--- src/hdl/rp_defs.svh ---
// analog front end parameters

`ifndef RP_DEFS_SVH
`define RP_DEFS_SVH

// adc stream
`define RP_ADC_DW      14            // raw and converted sample width
`define RP_ADC_CH      4             // adc channels

// system bus
`define RP_BUS_AW      32
`define RP_BUS_DW      32
`define RP_REG_SW      20            // offset bits inside one region
`define RP_REGION_W    3             // addr[22:20]

// region map
`define RP_REGION_HK   3'd0
`define RP_REGION_ADC  3'd1          // adc readback
`define RP_REGION_AMS  3'd4

// housekeeping
`define RP_HK_ID       32'h5250_0a01 // board id word
`define RP_HK_OFS_ID   20'h00000
`define RP_HK_OFS_LED  20'h00030

// ams levels and pdm
`define RP_AMS_OFS_DAC 20'h00020     // level 0, next ones every 4 bytes
`define RP_PDM_DW      8             // also the led register width
`define RP_PDM_CH      4

`endif
--- src/hdl/rp_pkg.sv ---
// front end shared types

`default_nettype none

`include "rp_defs.svh"

package rp_pkg;

  // bus address, seen flat or split into fields
  typedef union packed {
    logic [`RP_BUS_AW-1:0] flat;   // as driven on the bus
    struct packed {
      logic [`RP_BUS_AW-`RP_REGION_W-`RP_REG_SW-1:0] hi;  // don't care
      logic [`RP_REGION_W-1:0]                       region;  // decoder view
      logic [`RP_REG_SW-1:0]                         ofs;     // slave view
    } f;
  } sys_addr_u;

  // converted adc sample, two's complement
  typedef logic signed [`RP_ADC_DW-1:0] adc_smp_t;

endpackage : rp_pkg

`default_nettype wire

--- src/hdl/rp_analog_top.sv ---
// analog front end top

`default_nettype none

`include "rp_defs.svh"

module rp_analog_top (
  input  wire logic                                     adc_clk_01,
  input  wire logic                                     arst_n_i,
  input  wire logic [`RP_ADC_CH-1:0][`RP_ADC_DW-1:0]    adc_dat_i,  // raw adc words
  // system bus
  input  wire logic [`RP_BUS_AW-1:0]                    addr_i,
  input  wire logic [`RP_BUS_DW-1:0]                    wdata_i,
  input  wire logic                                     wen_i,
  input  wire logic                                     ren_i,
  output logic      [`RP_BUS_DW-1:0]                    rdata_o,
  output logic                                          ack_o,
  output logic                                          err_o,
  // board outputs
  output logic      [`RP_PDM_DW-1:0]                    led_o,
  output logic      [`RP_PDM_CH-1:0]                    dac_pwm_o   // pdm dacs
);

  logic                                  hk_wen, hk_ren, hk_ack;
  logic                                  adc_ren, adc_ack;
  logic                                  ams_wen, ams_ren, ams_ack;
  logic [`RP_BUS_DW-1:0]                 hk_rdata, adc_rdata, ams_rdata;
  logic [`RP_PDM_CH-1:0][`RP_PDM_DW-1:0] pdm_lvl;

  //////////////////////////////////////////////////////////////////////
  // bus split into 8 regions
  //////////////////////////////////////////////////////////////////////

  sys_bus_decoder i_dec (
    .adc_clk_01 (adc_clk_01), .arst_n_i   (arst_n_i),
    .addr_i     (addr_i),     .wen_i      (wen_i),      .ren_i    (ren_i),
    .rdata_o    (rdata_o),    .ack_o      (ack_o),      .err_o    (err_o),
    .hk_wen_o   (hk_wen),     .hk_ren_o   (hk_ren),
    .hk_rdata_i (hk_rdata),   .hk_ack_i   (hk_ack),     .hk_err_i (1'b0),  // never errs
    .adc_ren_o  (adc_ren),
    .adc_rdata_i(adc_rdata),  .adc_ack_i  (adc_ack),    .adc_err_i(1'b0),
    .ams_wen_o  (ams_wen),    .ams_ren_o  (ams_ren),
    .ams_rdata_i(ams_rdata),  .ams_ack_i  (ams_ack),    .ams_err_i(1'b0)
  );

  // region 1
  adc_frontend i_adc (
    .adc_clk_01 (adc_clk_01), .arst_n_i (arst_n_i), .adc_dat_i (adc_dat_i),
    .addr_i     (addr_i),     .ren_i    (adc_ren),
    .rdata_o    (adc_rdata),  .ack_o    (adc_ack)
  );

  // region 0
  hk_regs i_hk (
    .adc_clk_01 (adc_clk_01), .arst_n_i (arst_n_i),
    .addr_i     (addr_i),     .wdata_i  (wdata_i),  .wen_i (hk_wen), .ren_i (hk_ren),
    .rdata_o    (hk_rdata),   .ack_o    (hk_ack),   .led_o (led_o)
  );

  //////////////////////////////////////////////////////////////////////
  // pdm outputs, levels set in region 4
  //////////////////////////////////////////////////////////////////////

  ams_regs i_ams (
    .adc_clk_01 (adc_clk_01), .arst_n_i (arst_n_i),
    .addr_i     (addr_i),     .wdata_i  (wdata_i),  .wen_i (ams_wen), .ren_i (ams_ren),
    .rdata_o    (ams_rdata),  .ack_o    (ams_ack),  .pdm_lvl_o (pdm_lvl)
  );

  pdm_gen i_pdm (
    .adc_clk_01 (adc_clk_01), .arst_n_i (arst_n_i),
    .pdm_lvl_i  (pdm_lvl),    .pdm_o    (dac_pwm_o)
  );

endmodule : rp_analog_top

`default_nettype wire

--- src/hdl/pdm_gen.sv ---
// first order pdm modulators

`default_nettype none

`include "rp_defs.svh"

module pdm_gen (
  input  wire logic                                     adc_clk_01,
  input  wire logic                                     arst_n_i,
  input  wire logic [`RP_PDM_CH-1:0][`RP_PDM_DW-1:0]    pdm_lvl_i,
  output logic      [`RP_PDM_CH-1:0]                    pdm_o
);

  //////////////////////////////////////////////////////////////////////
  // one accumulator per channel with range fixed at 256 steps
  //////////////////////////////////////////////////////////////////////

  for (genvar k = 0; k < `RP_PDM_CH; k++) begin : g_ch
    logic [`RP_PDM_DW-1:0] acc;   // phase
    logic [`RP_PDM_DW:0]   sum;   // carry on top

    assign sum = {1'b0, acc} + {1'b0, pdm_lvl_i[k]};

    always_ff @(posedge adc_clk_01 or negedge arst_n_i) begin
      if (!arst_n_i) begin
        acc      <= '0;
        pdm_o[k] <= 1'b0;
      end else begin
        acc      <= sum[`RP_PDM_DW-1:0];  // wraps every 256
        pdm_o[k] <= sum[`RP_PDM_DW];      // duty = level/256
      end
    end
  end : g_ch

endmodule : pdm_gen

`default_nettype wire

--- src/hdl/ams_regs.sv ---
// pdm level registers

`default_nettype none

`include "rp_defs.svh"

module ams_regs import rp_pkg::*; (
  input  wire logic                                     adc_clk_01,
  input  wire logic                                     arst_n_i,
  input  wire logic [`RP_BUS_AW-1:0]                    addr_i,
  input  wire logic [`RP_BUS_DW-1:0]                    wdata_i,
  input  wire logic                                     wen_i,
  input  wire logic                                     ren_i,
  output logic      [`RP_BUS_DW-1:0]                    rdata_o,
  output logic                                          ack_o,
  output logic      [`RP_PDM_CH-1:0][`RP_PDM_DW-1:0]    pdm_lvl_o
);

  localparam logic [`RP_REG_SW-1:0] OFS_DAC = `RP_AMS_OFS_DAC;

  sys_addr_u addr_u;

  assign addr_u.flat = addr_i;

  //////////////////////////////////////////////////////////////////////
  // level registers at 0x20, 0x24, 0x28, 0x2c
  //////////////////////////////////////////////////////////////////////

  always_ff @(posedge adc_clk_01 or negedge arst_n_i) begin
    if (!arst_n_i) begin
      pdm_lvl_o <= '0;
      ack_o     <= 1'b0;
      rdata_o   <= '0;
    end else begin
      ack_o <= wen_i | ren_i;
      if (ren_i)
        rdata_o <= '0;  // unless one of the levels matches
      for (int k = 0; k < `RP_PDM_CH; k++) begin
        if (addr_u.f.ofs == OFS_DAC + `RP_REG_SW'(4 * k)) begin
          if (wen_i)
            pdm_lvl_o[k] <= wdata_i[`RP_PDM_DW-1:0];  // low byte only
          if (ren_i)
            rdata_o <= {{(`RP_BUS_DW-`RP_PDM_DW){1'b0}}, pdm_lvl_o[k]};
        end
      end
    end
  end

endmodule : ams_regs

`default_nettype wire

--- src/hdl/hk_regs.sv ---
// housekeeping registers

`default_nettype none

`include "rp_defs.svh"

module hk_regs import rp_pkg::*; (
  input  wire logic                  adc_clk_01,
  input  wire logic                  arst_n_i,
  input  wire logic [`RP_BUS_AW-1:0] addr_i,
  input  wire logic [`RP_BUS_DW-1:0] wdata_i,
  input  wire logic                  wen_i,
  input  wire logic                  ren_i,
  output logic      [`RP_BUS_DW-1:0] rdata_o,
  output logic                       ack_o,
  output logic      [`RP_PDM_DW-1:0] led_o
);

  sys_addr_u addr_u;

  assign addr_u.flat = addr_i;

  // led register, written straight to the pins
  always_ff @(posedge adc_clk_01 or negedge arst_n_i) begin
    if (!arst_n_i)
      led_o <= '0;
    else if (wen_i && (addr_u.f.ofs == `RP_HK_OFS_LED))
      led_o <= wdata_i[`RP_PDM_DW-1:0];  // upper bits dropped
  end

  //////////////////////////////////////////////////////////////////////
  // read side and ack
  //////////////////////////////////////////////////////////////////////

  always_ff @(posedge adc_clk_01 or negedge arst_n_i) begin
    if (!arst_n_i) begin
      ack_o   <= 1'b0;
      rdata_o <= '0;
    end else begin
      ack_o <= wen_i | ren_i;  // writes ack too
      if (ren_i) begin
        case (addr_u.f.ofs)
          `RP_HK_OFS_ID:  rdata_o <= `RP_HK_ID;  // read only
          `RP_HK_OFS_LED: rdata_o <= {{(`RP_BUS_DW-`RP_PDM_DW){1'b0}}, led_o};
          default:        rdata_o <= '0;
        endcase
      end
    end
  end

  // master never issues both strobes at once
  a_strobe_excl : assert property (@(posedge adc_clk_01) disable iff (!arst_n_i)
    !(wen_i && ren_i));

endmodule : hk_regs

`default_nettype wire

--- src/hdl/sys_bus_decoder.sv ---
// system bus region decoder

`default_nettype none

`include "rp_defs.svh"

module sys_bus_decoder import rp_pkg::*; (
  input  wire logic                  adc_clk_01,
  input  wire logic                  arst_n_i,
  // master side
  input  wire logic [`RP_BUS_AW-1:0] addr_i,
  input  wire logic                  wen_i,
  input  wire logic                  ren_i,
  output logic      [`RP_BUS_DW-1:0] rdata_o,
  output logic                       ack_o,
  output logic                       err_o,
  // region 0, housekeeping
  output logic                       hk_wen_o,
  output logic                       hk_ren_o,
  input  wire logic [`RP_BUS_DW-1:0] hk_rdata_i,
  input  wire logic                  hk_ack_i,
  input  wire logic                  hk_err_i,
  // region 1, adc readback (read only)
  output logic                       adc_ren_o,
  input  wire logic [`RP_BUS_DW-1:0] adc_rdata_i,
  input  wire logic                  adc_ack_i,
  input  wire logic                  adc_err_i,
  // region 4, ams levels
  output logic                       ams_wen_o,
  output logic                       ams_ren_o,
  input  wire logic [`RP_BUS_DW-1:0] ams_rdata_i,
  input  wire logic                  ams_ack_i,
  input  wire logic                  ams_err_i
);

  sys_addr_u addr_u;
  logic      sel_hk, sel_adc, sel_ams;
  logic      own_sel;   // access answered here
  logic      own_ack_q; // own response, always with err

  assign addr_u.flat = addr_i;

  //////////////////////////////////////////////////////////////////////
  // region select and strobe gating
  //////////////////////////////////////////////////////////////////////

  assign sel_hk  = (addr_u.f.region == `RP_REGION_HK);
  assign sel_adc = (addr_u.f.region == `RP_REGION_ADC);
  assign sel_ams = (addr_u.f.region == `RP_REGION_AMS);

  assign hk_wen_o  = wen_i & sel_hk;
  assign hk_ren_o  = ren_i & sel_hk;
  assign adc_ren_o = ren_i & sel_adc;
  assign ams_wen_o = wen_i & sel_ams;
  assign ams_ren_o = ren_i & sel_ams;

  // regions 2,3,5,6,7 plus a write into the read-only adc region
  assign own_sel = ((wen_i | ren_i) & ~(sel_hk | sel_adc | sel_ams))
                 | (wen_i & sel_adc);

  always_ff @(posedge adc_clk_01 or negedge arst_n_i) begin
    if (!arst_n_i)
      own_ack_q <= 1'b0;
    else
      own_ack_q <= own_sel;  // same latency as a slave
  end

  //////////////////////////////////////////////////////////////////////
  // response mux
  //////////////////////////////////////////////////////////////////////

  // acks are one-hot, so and-or is enough; own response reads zero
  assign rdata_o = ({`RP_BUS_DW{hk_ack_i}}  & hk_rdata_i)
                 | ({`RP_BUS_DW{adc_ack_i}} & adc_rdata_i)
                 | ({`RP_BUS_DW{ams_ack_i}} & ams_rdata_i);

  assign ack_o = hk_ack_i | adc_ack_i | ams_ack_i | own_ack_q;

  assign err_o = own_ack_q
               | (hk_ack_i  & hk_err_i)
               | (adc_ack_i & adc_err_i)
               | (ams_ack_i & ams_err_i);

  // strobes are gated to one region, so one responder per cycle
  a_ack_onehot : assert property (@(posedge adc_clk_01) disable iff (!arst_n_i)
    $onehot0({hk_ack_i, adc_ack_i, ams_ack_i, own_ack_q}));

endmodule : sys_bus_decoder

`default_nettype wire

--- src/hdl/adc_frontend.sv ---
// adc conversion and readback

`default_nettype none

`include "rp_defs.svh"

module adc_frontend import rp_pkg::*; (
  input  wire logic                                     adc_clk_01,
  input  wire logic                                     arst_n_i,
  input  wire logic [`RP_ADC_CH-1:0][`RP_ADC_DW-1:0]    adc_dat_i,  // raw, inverted offset
  input  wire logic [`RP_BUS_AW-1:0]                    addr_i,
  input  wire logic                                     ren_i,      // already region gated
  output logic      [`RP_BUS_DW-1:0]                    rdata_o,
  output logic                                          ack_o
);

  logic [`RP_ADC_CH-1:0][`RP_ADC_DW-1:0] adc_dat_r;  // stage 1
  adc_smp_t [`RP_ADC_CH-1:0]             adc_smp;    // stage 2, readable
  sys_addr_u                             addr_u;
  logic                                  ofs_hit;
  logic [1:0]                            ch;

  //////////////////////////////////////////////////////////////////////
  // conversion pipeline
  //////////////////////////////////////////////////////////////////////

  always_ff @(posedge adc_clk_01 or negedge arst_n_i) begin
    if (!arst_n_i) begin
      adc_dat_r <= '0;
      adc_smp   <= '0;
    end else begin
      for (int k = 0; k < `RP_ADC_CH; k++) begin
        // msb stays, the rest flips
        adc_dat_r[k] <= {adc_dat_i[k][`RP_ADC_DW-1], ~adc_dat_i[k][`RP_ADC_DW-2:0]};
        adc_smp[k]   <= adc_dat_r[k];
      end
    end
  end

  //////////////////////////////////////////////////////////////////////
  // bus readback
  //////////////////////////////////////////////////////////////////////

  assign addr_u.flat = addr_i;
  assign ch          = addr_u.f.ofs[3:2];                    // 0x0, 0x4, 0x8, 0xc
  assign ofs_hit     = (addr_u.f.ofs[`RP_REG_SW-1:4] == '0)
                    && (addr_u.f.ofs[1:0] == 2'b00);

  always_ff @(posedge adc_clk_01 or negedge arst_n_i) begin
    if (!arst_n_i) begin
      ack_o   <= 1'b0;
      rdata_o <= '0;
    end else begin
      ack_o <= ren_i;                                        // no wait states
      if (ren_i) begin
        rdata_o <= '0;                                       // unknown offset
        if (ofs_hit)
          rdata_o <= {{(`RP_BUS_DW-`RP_ADC_DW){adc_smp[ch][`RP_ADC_DW-1]}}, adc_smp[ch]};
      end
    end
  end

  // one read per ack, the master waits for it
  a_ack_single : assert property (@(posedge adc_clk_01) disable iff (!arst_n_i)
    ack_o |=> !ack_o);

endmodule : adc_frontend

`default_nettype wire

--- config.mk ---
export PLATFORM = sky130hd
export DESIGN_NAME = rp_analog_top
export DESIGN_NICKNAME = d
export VERILOG_FILES = /design/src/hdl/rp_pkg.sv /design/src/hdl/rp_analog_top.sv /design/src/hdl/pdm_gen.sv /design/src/hdl/ams_regs.sv /design/src/hdl/hk_regs.sv /design/src/hdl/sys_bus_decoder.sv /design/src/hdl/adc_frontend.sv
export VERILOG_INCLUDE_DIRS = /design/src /design/src/hdl
export SDC_FILE = /design/constraint.sdc
export NUM_CORES = 1
export LEC_CHECK = 0
export ABC_CLOCK_PERIOD_IN_PS = 1900
export BUFFER_PORTS_ARGS = -buffer_cell sky130_fd_sc_hd__buf_2
export CAP_MARGIN = 0
export CORE_MARGIN = 3
export CORE_UTILIZATION = 35
export CTS_CLUSTER_SIZE = 40
export DETAILED_ROUTE_END_ITERATION = 8
export GPL_TIMING_DRIVEN = 0
export SYNTH_ARGS = -nofsm -noshare
export SYNTH_HDL_FRONTEND = slang
export SYNTH_SLANG_ARGS = --single-unit
--- constraint.sdc ---
create_clock -name adc_clk_01 -period 1.9 [get_ports adc_clk_01]
set_input_delay 0.19 -clock adc_clk_01 [delete_from_list [all_inputs] [get_ports adc_clk_01]]
set_output_delay 0.19 -clock adc_clk_01 [all_outputs]
set_load 0.05 [all_outputs]
==> results.cfg, run 1 <==
[logic_synthesis]
yosysMostFrequentCell = dfrtp_1
synthTopCellsByCount = dfrtp_1 (247), nand2_1 (94), inv_1 (84)
avgSynthCellArea_sq_um = 13.2
synth_top_area_cell = dfrtp_1
synth_flop_cell = dfrtp_1
ys_ff_latch = 247
netlist_top_cells_area = dfrtp_1 (63%), mux4_2 (5.1%), ha_1 (4.1%)
ys_warn_count = 0
synth_edf_count = 0
synthDominantCellAreaShare = 0.632
yosysUniqueCellTypes = 46
ys_seq_area_frac = 0.632
netlist_area_sq_um = 9790
netlist_instances = 744
ys_async_sr_fraction = 1.00
syn-num-nets = 904

[global_route]
grt_max_degree = 103
antenna_found_initial = 4
grt_pass1_wl_um = 35700
met2_usage = 0.240
grt_pass1_vias = 6657
met1_usage = 0.200
track_usage = 0.146
grt_busiest_layer = met2
grt_util_met3 = 0.0309
overflow = 0

[clocking]
clock_latency_ps = 540
cts_buffers = 27
cts_max_level = 1
cts_root_buffer = clkbuf_16
tritoncts = done
clock_sinks = 247
clockBufferDepth = 3
clkTransAtPathRegs_ps = 60

[timing]
timing.final.ws_setup_ps = -143
fmax_ghz = 0.489
rsz0062_at_grt = true
slew_headroom = 0.528
setup_viol = 10
fin_worst_skew_ps = 7.67
period_needed_ps = 2040
slew_viol_final = 0
period_share = 1.08
worst_slew_pin_slew_ps = 708
hold_viol_final = 0

[outcome]
status = complete, but fails checks
violations = negative setup slack

[layout]
final_util = 0.489
syn_to_final_growth_pct = 36.2
final_nets = 1155
fill_cells = 2371
fin_cells = 1389
drive_above_1_share = 0.334

[detailed_routing]
drcViolationCount = 0
drtIter0Drc = 382
dr.pass1.iters = 6
ant_nets = 0
wirelength_um = 21700
num_vias = 6309
vias_per_cell = 4.54
wire_per_inst_um = 15.7

[pwr]
p_leak_uw = 0.00664
power_density_nw_per_um2 = 845
ir_drop_uv = 584

[placed_design]
gp_congestion = 0.772
dpl.hpwl_um = 15100
dp_cells = 1252
io_buffers = 134

[setup_path]
startpoint_type = flip-flop
worst_ep_required_time_ps = 1710
cp_slowest_cell = a222oi_1
critical_path.max_fanout = 7
crit_buf_inv = 3
crit_chain = buf_8, a222oi_1, inv_1, buf_6
path_delay_family = compound AO/OA/AOI/OAI gates
critPathCaptureType = output pin
slowest_delay_ps = 450
worstPathArrival_ps = 1850
path_class = reg -> out

[floorplan]
io_pins = 170
die_w_um = 173
start_util = 0.359
dieHeight_um = 173
die_area_sq_um = 30000
core_area_sq_um = 27300
rows = 60

[worst_hold_path]
hold_path.class = in -> reg

[job]
max_cap_viol_count = 0
==> sequential cells by signal, indices dropped and copies added (netlist names) <==
name             count
i_ams.ack_o          1
i_adc.adc_smp       56
i_pdm.pdm_o          4
i_hk.ack_o           1
i_ams.rdata_o       32
i_adc.adc_dat_r     56
i_adc.rdata_o       14
i_hk.led_o           8
i_hk.rdata_o         9
i_ams.pdm_lvl_o     32
i_dec.own_ack_q      1
i_pdm.g_ch.acc      32
i_adc.ack_o          1
==> layer usage <==
metal,part of all wire,up-vias
met1,0.45,3117
met2,0.48,142
li1,-,3018
met3,0.055,28
met5,0.0012,-
met4,0.015,4
==> stage by stage <==
stage / area [sq um] / setup TNS, ps / total power (uW) / worst slack [ps] / hold WS, ps
global placement: 10900 / -958970 / 5940 / -3830 / 299
global route: 13300 / -1790 / 11700 / -230 / 94.1
floorplan: 9790 / 0 / 5660 / 5.89 / -106
CTS: 12800 / -945 / 11400 / -184 / 71.0
finish: 13300 / -719 / 11300 / -143 / 92.2
detailed placement: 11000 / -20120 / 5960 / -531 / 145
==> where the power goes <==
part / total (uW) / switching (uW) / leakage [uW] / internal [uW]
Combinational: 576 / 299 / 0.00303 / 277
Sequential: 5420 / 36.4 / 0.00318 / 5380
Clock: 5260 / 2140 / 0.000432 / 3120
==> worst paths after layout <==
| path | from | to | slack, ps | depth (start not counted) |
|---|---|---|---|---|
| setup / recovery | i_ams.ack_o | rdata_o[3] | -140 | 4 |
| hold / removal | addr_i[5] | i_ams.rdata_o[0] | 90 | 3 |
| setup reg to reg | i_ams.pdm_lvl_o[9] | i_pdm.g_ch[1].acc[7] | 70 | 6 |
| hold reg to reg | i_adc.adc_dat_r[33] | i_adc.adc_smp[33] | 350 | 0 |
| max in group asynchronous | arst_n_i | i_hk.ack_o | 500 | 4 |
| min in group asynchronous | arst_n_i | i_pdm.pdm_o[3] | 160 | 2 |
==> area by class of cell <==
cell class | count | area [sq um] | area share
buffer | 19 | 134 | 0.0100
timing repair buffer | 225 | 1820 | 0.136
clock inverter | 17 | 194 | 0.0145
sequential | 247 | 6190 | 0.464
tap | 372 | 465 | 0.0349
multi-input combinational | 391 | 3500 | 0.262
inverter | 84 | 315 | 0.0237
clock buffer | 32 | 714 | 0.0536
antenna | 2 | 5.00 | 0.000375
==> worst register-to-register path, cell delays in order, from the launching register on <==
cell and delay (ps):
dfrtp_1 430, ha_4 270, a21oi_4 160, o211ai_1 130
or4_1 420, o311a_1 150, xor2_1 150
==> what timing repair did <==
action | 4_1_cts | 5_1_grt
setup endpoints to repair | 37 | 64
gates resized for setup | 59 | 103
buffers inserted | 6 | 10
endpoints found under the hold margin | 158 | 0
pin swaps | 8 | 27
cloned | 0 | 2
hold buffers | 71 | 0
==> cells in the final DEF, fill, tap and decap left out, drive strengths merged, types with 5 or more instances in the layout <==
cell type	synthesis	routed
a21oi	13	13
a222oi	8	8
a22o	10	10
and2	29	29
buf	5	161
clkbuf	17	44
clkinv	0	6
clkinvlp	0	6
dfrtp	247	247
dlygate4sd3	0	71
ha	32	32
inv	84	86
mux2	40	40
mux4	22	22
nand2	94	94
nand3	16	16
nor2	10	10
nor2b	5	5
nor3	5	5
nor4	7	7
o21ai	27	27
or4	6	6
xnor2	12	12
xor2	12	12
==> cell families (layout without fill, tap and decap cells) <==
kind of cell	Yosys count	count (layout)	share of synthesized area
DFF	247	247	0.632
buffers and inverters	106	377	0.0418
muxes	62	62	0.0997
and+or+nand+nor	187	187	0.0991
AOI/OAI and AO/OA	82	82	0.0573
adders and majority gates	36	36	0.0491
xor gates and xnor gates	24	24	0.0215
other	0	2	0
Note: power is estimated with default switching activity, not from simulation.
==> inputs of run 2 (changes only) <==
- CTS_BUF_LIST: not set -> sky130_fd_sc_hd__clkbuf_8
==> run 2 against run 1 <==
Compared with the run above:
- the run still ends with negative setup slack left
- cell count rose by 1.0%
- worst setup slack got worse by 34 ps
- flip-flop and latch count did not move
- sequential share of layout area rose by 0.83 points
- largest cell class unchanged
- highest routed layer unchanged
==> results.cfg, run 2 (same netlist as run 1, synthesis figures left out) <==
[placed_design]
gp_congestion = 0.772
dp_cells = 1252
dpl.hpwl_um = 15100
io_buffers = 134
place_area_sq_um = 11000

[timing]
period_share = 1.09
setup_viol = 8
slew_viol_final = 0
timing.final.ws_setup_ps = -177
period_needed_ps = 2080
fmax_ghz = 0.482
worst_slew_pin_slew_ps = 711
slew_headroom = 0.526
rsz0062_at_grt = true
hold_viol_final = 0
fin_worst_skew_ps = 31.2

[setup_path]
crit_chain = buf_8, a222oi_1, inv_1, buf_6
critPathCaptureType = output pin
critical_path.max_fanout = 7
path_class = reg -> out
startpoint = i_ams.ack_o
cp_slowest_cell = a222oi_1
worstPathArrival_ps = 1890
slowest_delay_ps = 470
worst_ep_required_time_ps = 1710
startpoint_type = flip-flop
r2r-start = i_ams.pdm_lvl_o[10]

[layout]
final_nets = 1165
final_common_cell = dfrtp_1
drive_above_1_share = 0.329
layout_common_cells = dfrtp_1 (242), buf_2 (105), inv_1 (96), nand2_1 (82), dlygate4sd3_1 (71)
fin_cells = 1403
top_regs = i_adc.adc_dat_r x56, i_adc.adc_smp x56
syn_to_final_growth_pct = 33.9
final_area_sq_um = 13100

[pwr]
p_switching_uw = 2420
pwr-share-clk = 0.431
ir_drop_uv = 521
p_leak_uw = 0.00663
seqPwrFrac = 0.515
power_density_nw_per_um2 = 803
switching_share = 0.230
p_int_uw = 8100
comb_power_share = 0.054

[detailed_routing]
num_vias = 6357
vias_per_cell = 4.53
dr.pass1.iters = 4
wirelength_um = 21700
drtIter0Drc = 316
wire_per_inst_um = 15.5
drcViolationCount = 0
ant_nets = 0

[global_route]
antenna_found_initial = 3
grt_pass1_vias = 6705
grt_max_degree = 103
grt_pass1_wl_um = 35500
track_usage = 0.147
overflow = 0

[floorplan]
rows = 60
die_area_sq_um = 30000
die_w_um = 173
dieHeight_um = 173
start_util = 0.359
core_area_sq_um = 27300
io_pins = 170

[job]
max_cap_viol_count = 0

[outcome]
violations = negative setup slack
status = complete, but fails checks

[clocking]
cts_max_level = 2
tritoncts = done
clkTransAtPathRegs_ps = 60
clockBufferDepth = 3
cts_buffers = 42
cts_root_buffer = clkbuf_8
clock_sinks = 247
clock_latency_ps = 550

[worst_hold_path]
min_from = addr_i[5]
hold_path.class = in -> reg
-- run 2: per-layer routing --
| layer | routed length (um) | global-route usage |
|---|---|---|
| met1 | 9910 | 0.200 |
| met2 | 10200 | 0.236 |
| met3 | 1080 | 0.0333 |
| met4 | 465 | 0.0466 |
| met5 | 27 | 0 |
-- run 2: metrics by stage --
| stage | setup slack (ps) | TNS (ps) | utilization | hold WS, ps | total power [uW] |
|---|---|---|---|---|---|
| final | -177 | -770 | 0.481 | 80.0 | 10500 |
| after global routing | -242 | -1760 | 0.481 | 87.9 | 11000 |
| after CTS | -210 | -1180 | 0.467 | 50.6 | 10700 |
| after detailed placement | -531 | -20120 | 0.403 | 145 | 5960 |
| after global placement | -3830 | -958970 | 0.401 | 299 | 5940 |
| after floorplan | 5.89 | 0 | - | -106 | 5660 |
-- run 2: final cells by class --
cell class                      count  area, sq um
Inverter                           84          315
Antenna cell                        1         2.50
Timing Repair Buffer              220         1760
Clock buffer                       48          661
Tap cell                          372          465
Multi-Input combinational cell    391         3440
Clock inverter                     21          135
Fill cell                        2412        14200
Buffer                             19          134
Sequential cell                   247         6190
-- run 2: critical path: cells and delay by family (launching register included) --
kind	cells	cell delay, ps
AO/OA/AOI/OAI	1	470
buffers and inverters	3	440
flip-flops	1	430
-- run 2: timing repair --
item                                    CTS  global route
pin swaps                                 8            27
setup buffers                             4             9
hold buffers                             71             0
endpoints found under the setup margin   36            67
endpoints found under the hold margin   158             0
resized for setup                        68            75
-- run 2: path summary, 6_finish.rpt --
check / slack, ps / cells past startpoint / end
worst max-delay path: -180 / 4 / rdata_o[3]
worst min-delay path: 80 / 3 / i_ams.rdata_o[2]
worst max register to register: 80 / 6 / i_pdm.g_ch[1].acc[7]
worst min register to register: 340 / 0 / i_adc.adc_smp[0]
max in group asynchronous: 510 / 4 / i_adc.adc_dat_r[22]
min in group asynchronous: 170 / 2 / i_pdm.g_ch[3].acc[5]
-- run 2: power by group through the flow --
stage / clock network, uW / logic (uW) / registers, uW
final: 4540 / 567 / 5420
after global routing: 4900 / 634 / 5430
after CTS: 4700 / 570 / 5420
after detailed placement: 0 / 448 / 5510
after global placement: 0 / 428 / 5510
after floorplan: 0 / 149 / 5510
==> inputs of run 3 (changes only) <==
- CTS_BUF_LIST: sky130_fd_sc_hd__clkbuf_8 -> not set
- HOLD_SLACK_MARGIN: not set -> 0.1
==> run 3 against run 2 <==
Compared with the run above:
- the run still ends with negative setup slack left
- cell count is 0.93% lower
- clock power up 16%
- flip-flop and latch count is the same
- total power rose by 7.1%
- routed wire length is 0.28% higher
- register-to-register slack about the same
- clock skew down 23 ps
- sequential share of layout area fell by 0.86 points
- non-clock buffer count grew 6
- largest power group unchanged
==> results.cfg, run 3 (same netlist as run 1, synthesis figures left out) <==
[floorplan]
rows = 60
start_util = 0.359
core_area_sq_um = 27300
dieHeight_um = 173
die_w_um = 173
die_area_sq_um = 30000
io_pins = 170

[timing]
fin_worst_skew_ps = 7.80
worst_slew_pin_slew_ps = 717
fmax_ghz = 0.488
rsz0062_at_grt = true
setup_viol = 10
slew_headroom = 0.522
slew_viol_final = 0
hold_ws_ps = 134
timing.final.ws_setup_ps = -149
period_needed_ps = 2050
period_share = 1.08
hold_viol_final = 0

[setup_path]
path_class = reg -> out
startpoint_type = flip-flop
worstPathArrival_ps = 1860
critPathCaptureType = output pin
worst_ep_required_time_ps = 1710
critical_path.max_fanout = 7

[pwr]
ir_drop_uv = 584
power_density_nw_per_um2 = 845
p_leak_uw = 0.00665

[global_route]
track_usage = 0.146
overflow = 0
grt_pass1_wl_um = 35700
grt_max_degree = 103
grt_pass1_vias = 6663
antenna_found_initial = 3

[detailed_routing]
ant_nets = 0
drtIter0Drc = 376
num_vias = 6325
dr.pass1.iters = 5
drcViolationCount = 0
vias_per_cell = 4.55
wirelength_um = 21800
wire_per_inst_um = 15.7

[layout]
final-seq-area_sq_um = 6190
syn_to_final_growth_pct = 36.3
final_nets = 1156
fill_cells = 2370
top_regs = i_adc.adc_dat_r x56, i_adc.adc_smp x56
final_common_cell = dfrtp_1
fin_cells = 1390
multi_input_area_sq_um = 3500
layout_common_cells = dfrtp_1 (243), buf_2 (107), inv_1 (84), nand2_1 (80), dlygate4sd3_1 (72)
drive_above_1_share = 0.334

[placed_design]
dpl.hpwl_um = 15100
gp_congestion = 0.772
pre_cts_slack_ps = -531
dp_cells = 1252
io_buffers = 134

[clocking]
clkTransAtPathRegs_ps = 60
clockBufferDepth = 3
tritoncts = done
clock_sinks = 247
cts_buffers = 27
cts_root_buffer = clkbuf_16
cts_max_level = 1
clock_latency_ps = 540

[outcome]
status = complete, but fails checks
violations = negative setup slack

[job]
max_cap_viol_count = 0

[worst_hold_path]
hold_path.class = in -> reg
-- run 3: final cells by class --
cell class,instances,share of cell area
flip-flops and latches,247,0.464
multi-input cells,391,0.262
clock buffers,32,0.0535
inverters,84,0.0236
repair buffers,226,0.137
plain buffers,19,0.0100
well taps,372,0.0349
clock inverters,17,0.0145
diodes,2,0.000375
-- run 3: layer usage --
metal,part of all wire,GRT usage,vias up
li1,-,-,3018
met4,0.015,0.0351,2
met3,0.053,0.0300,26
met2,0.48,0.240,148
met1,0.46,0.201,3131
met5,0.00060,0,-
-- run 3: repair_timing --
| action | CTS | global route |
|---|---|---|
| endpoints found under the setup margin | 37 | 64 |
| resized for setup | 59 | 103 |
| gates cloned | 0 | 2 |
| setup buffers | 6 | 10 |
| hold buffers | 72 | 0 |
| pin swaps | 8 | 27 |
| hold endpoints to repair | 228 | 0 |
-- run 3: final timing paths --
kind / slack [ps] / start / endpoint / depth (start not counted)
worst max-delay path: -150 / i_ams.ack_o / rdata_o[3] / 4
worst min-delay path: 130 / addr_i[21] / i_adc.rdata_o[0] / 5
worst max register to register: 70 / i_ams.pdm_lvl_o[1] / i_pdm.g_ch[0].acc[7] / 6
worst min register to register: 350 / i_adc.adc_dat_r[33] / i_adc.adc_smp[33] / 0
max in group asynchronous: 510 / arst_n_i / i_hk.ack_o / 4
min in group asynchronous: 160 / arst_n_i / i_pdm.pdm_o[3] / 2
-- run 3: where the power goes --
part           internal, uW  switching, uW  total [uW]
sequential             5380           36.6        5420
combinational           279            299         577
clock                  3120           2150        5270
total                  8780           2480       11300
-- run 3: metrics by stage --
| step | power, uW | utilization | cell area (sq um) | setup TNS, ps |
|---|---|---|---|---|
| after global placement | 5940 | 0.401 | 10900 | -958970 |
| after floorplan | 5660 | - | 9790 | 0 |
| final | 11300 | 0.490 | 13300 | -780 |
| after detailed placement | 5960 | 0.403 | 11000 | -20120 |
| after CTS | 11400 | 0.471 | 12800 | -945 |
| after global routing | 11700 | 0.490 | 13300 | -1790 |
-- run 3: worst max-delay path: stages, from the launching register on --
cell and delay [ps]:
dfrtp_2 430, buf_8 140, a222oi_1 450, inv_1 120, buf_6 180
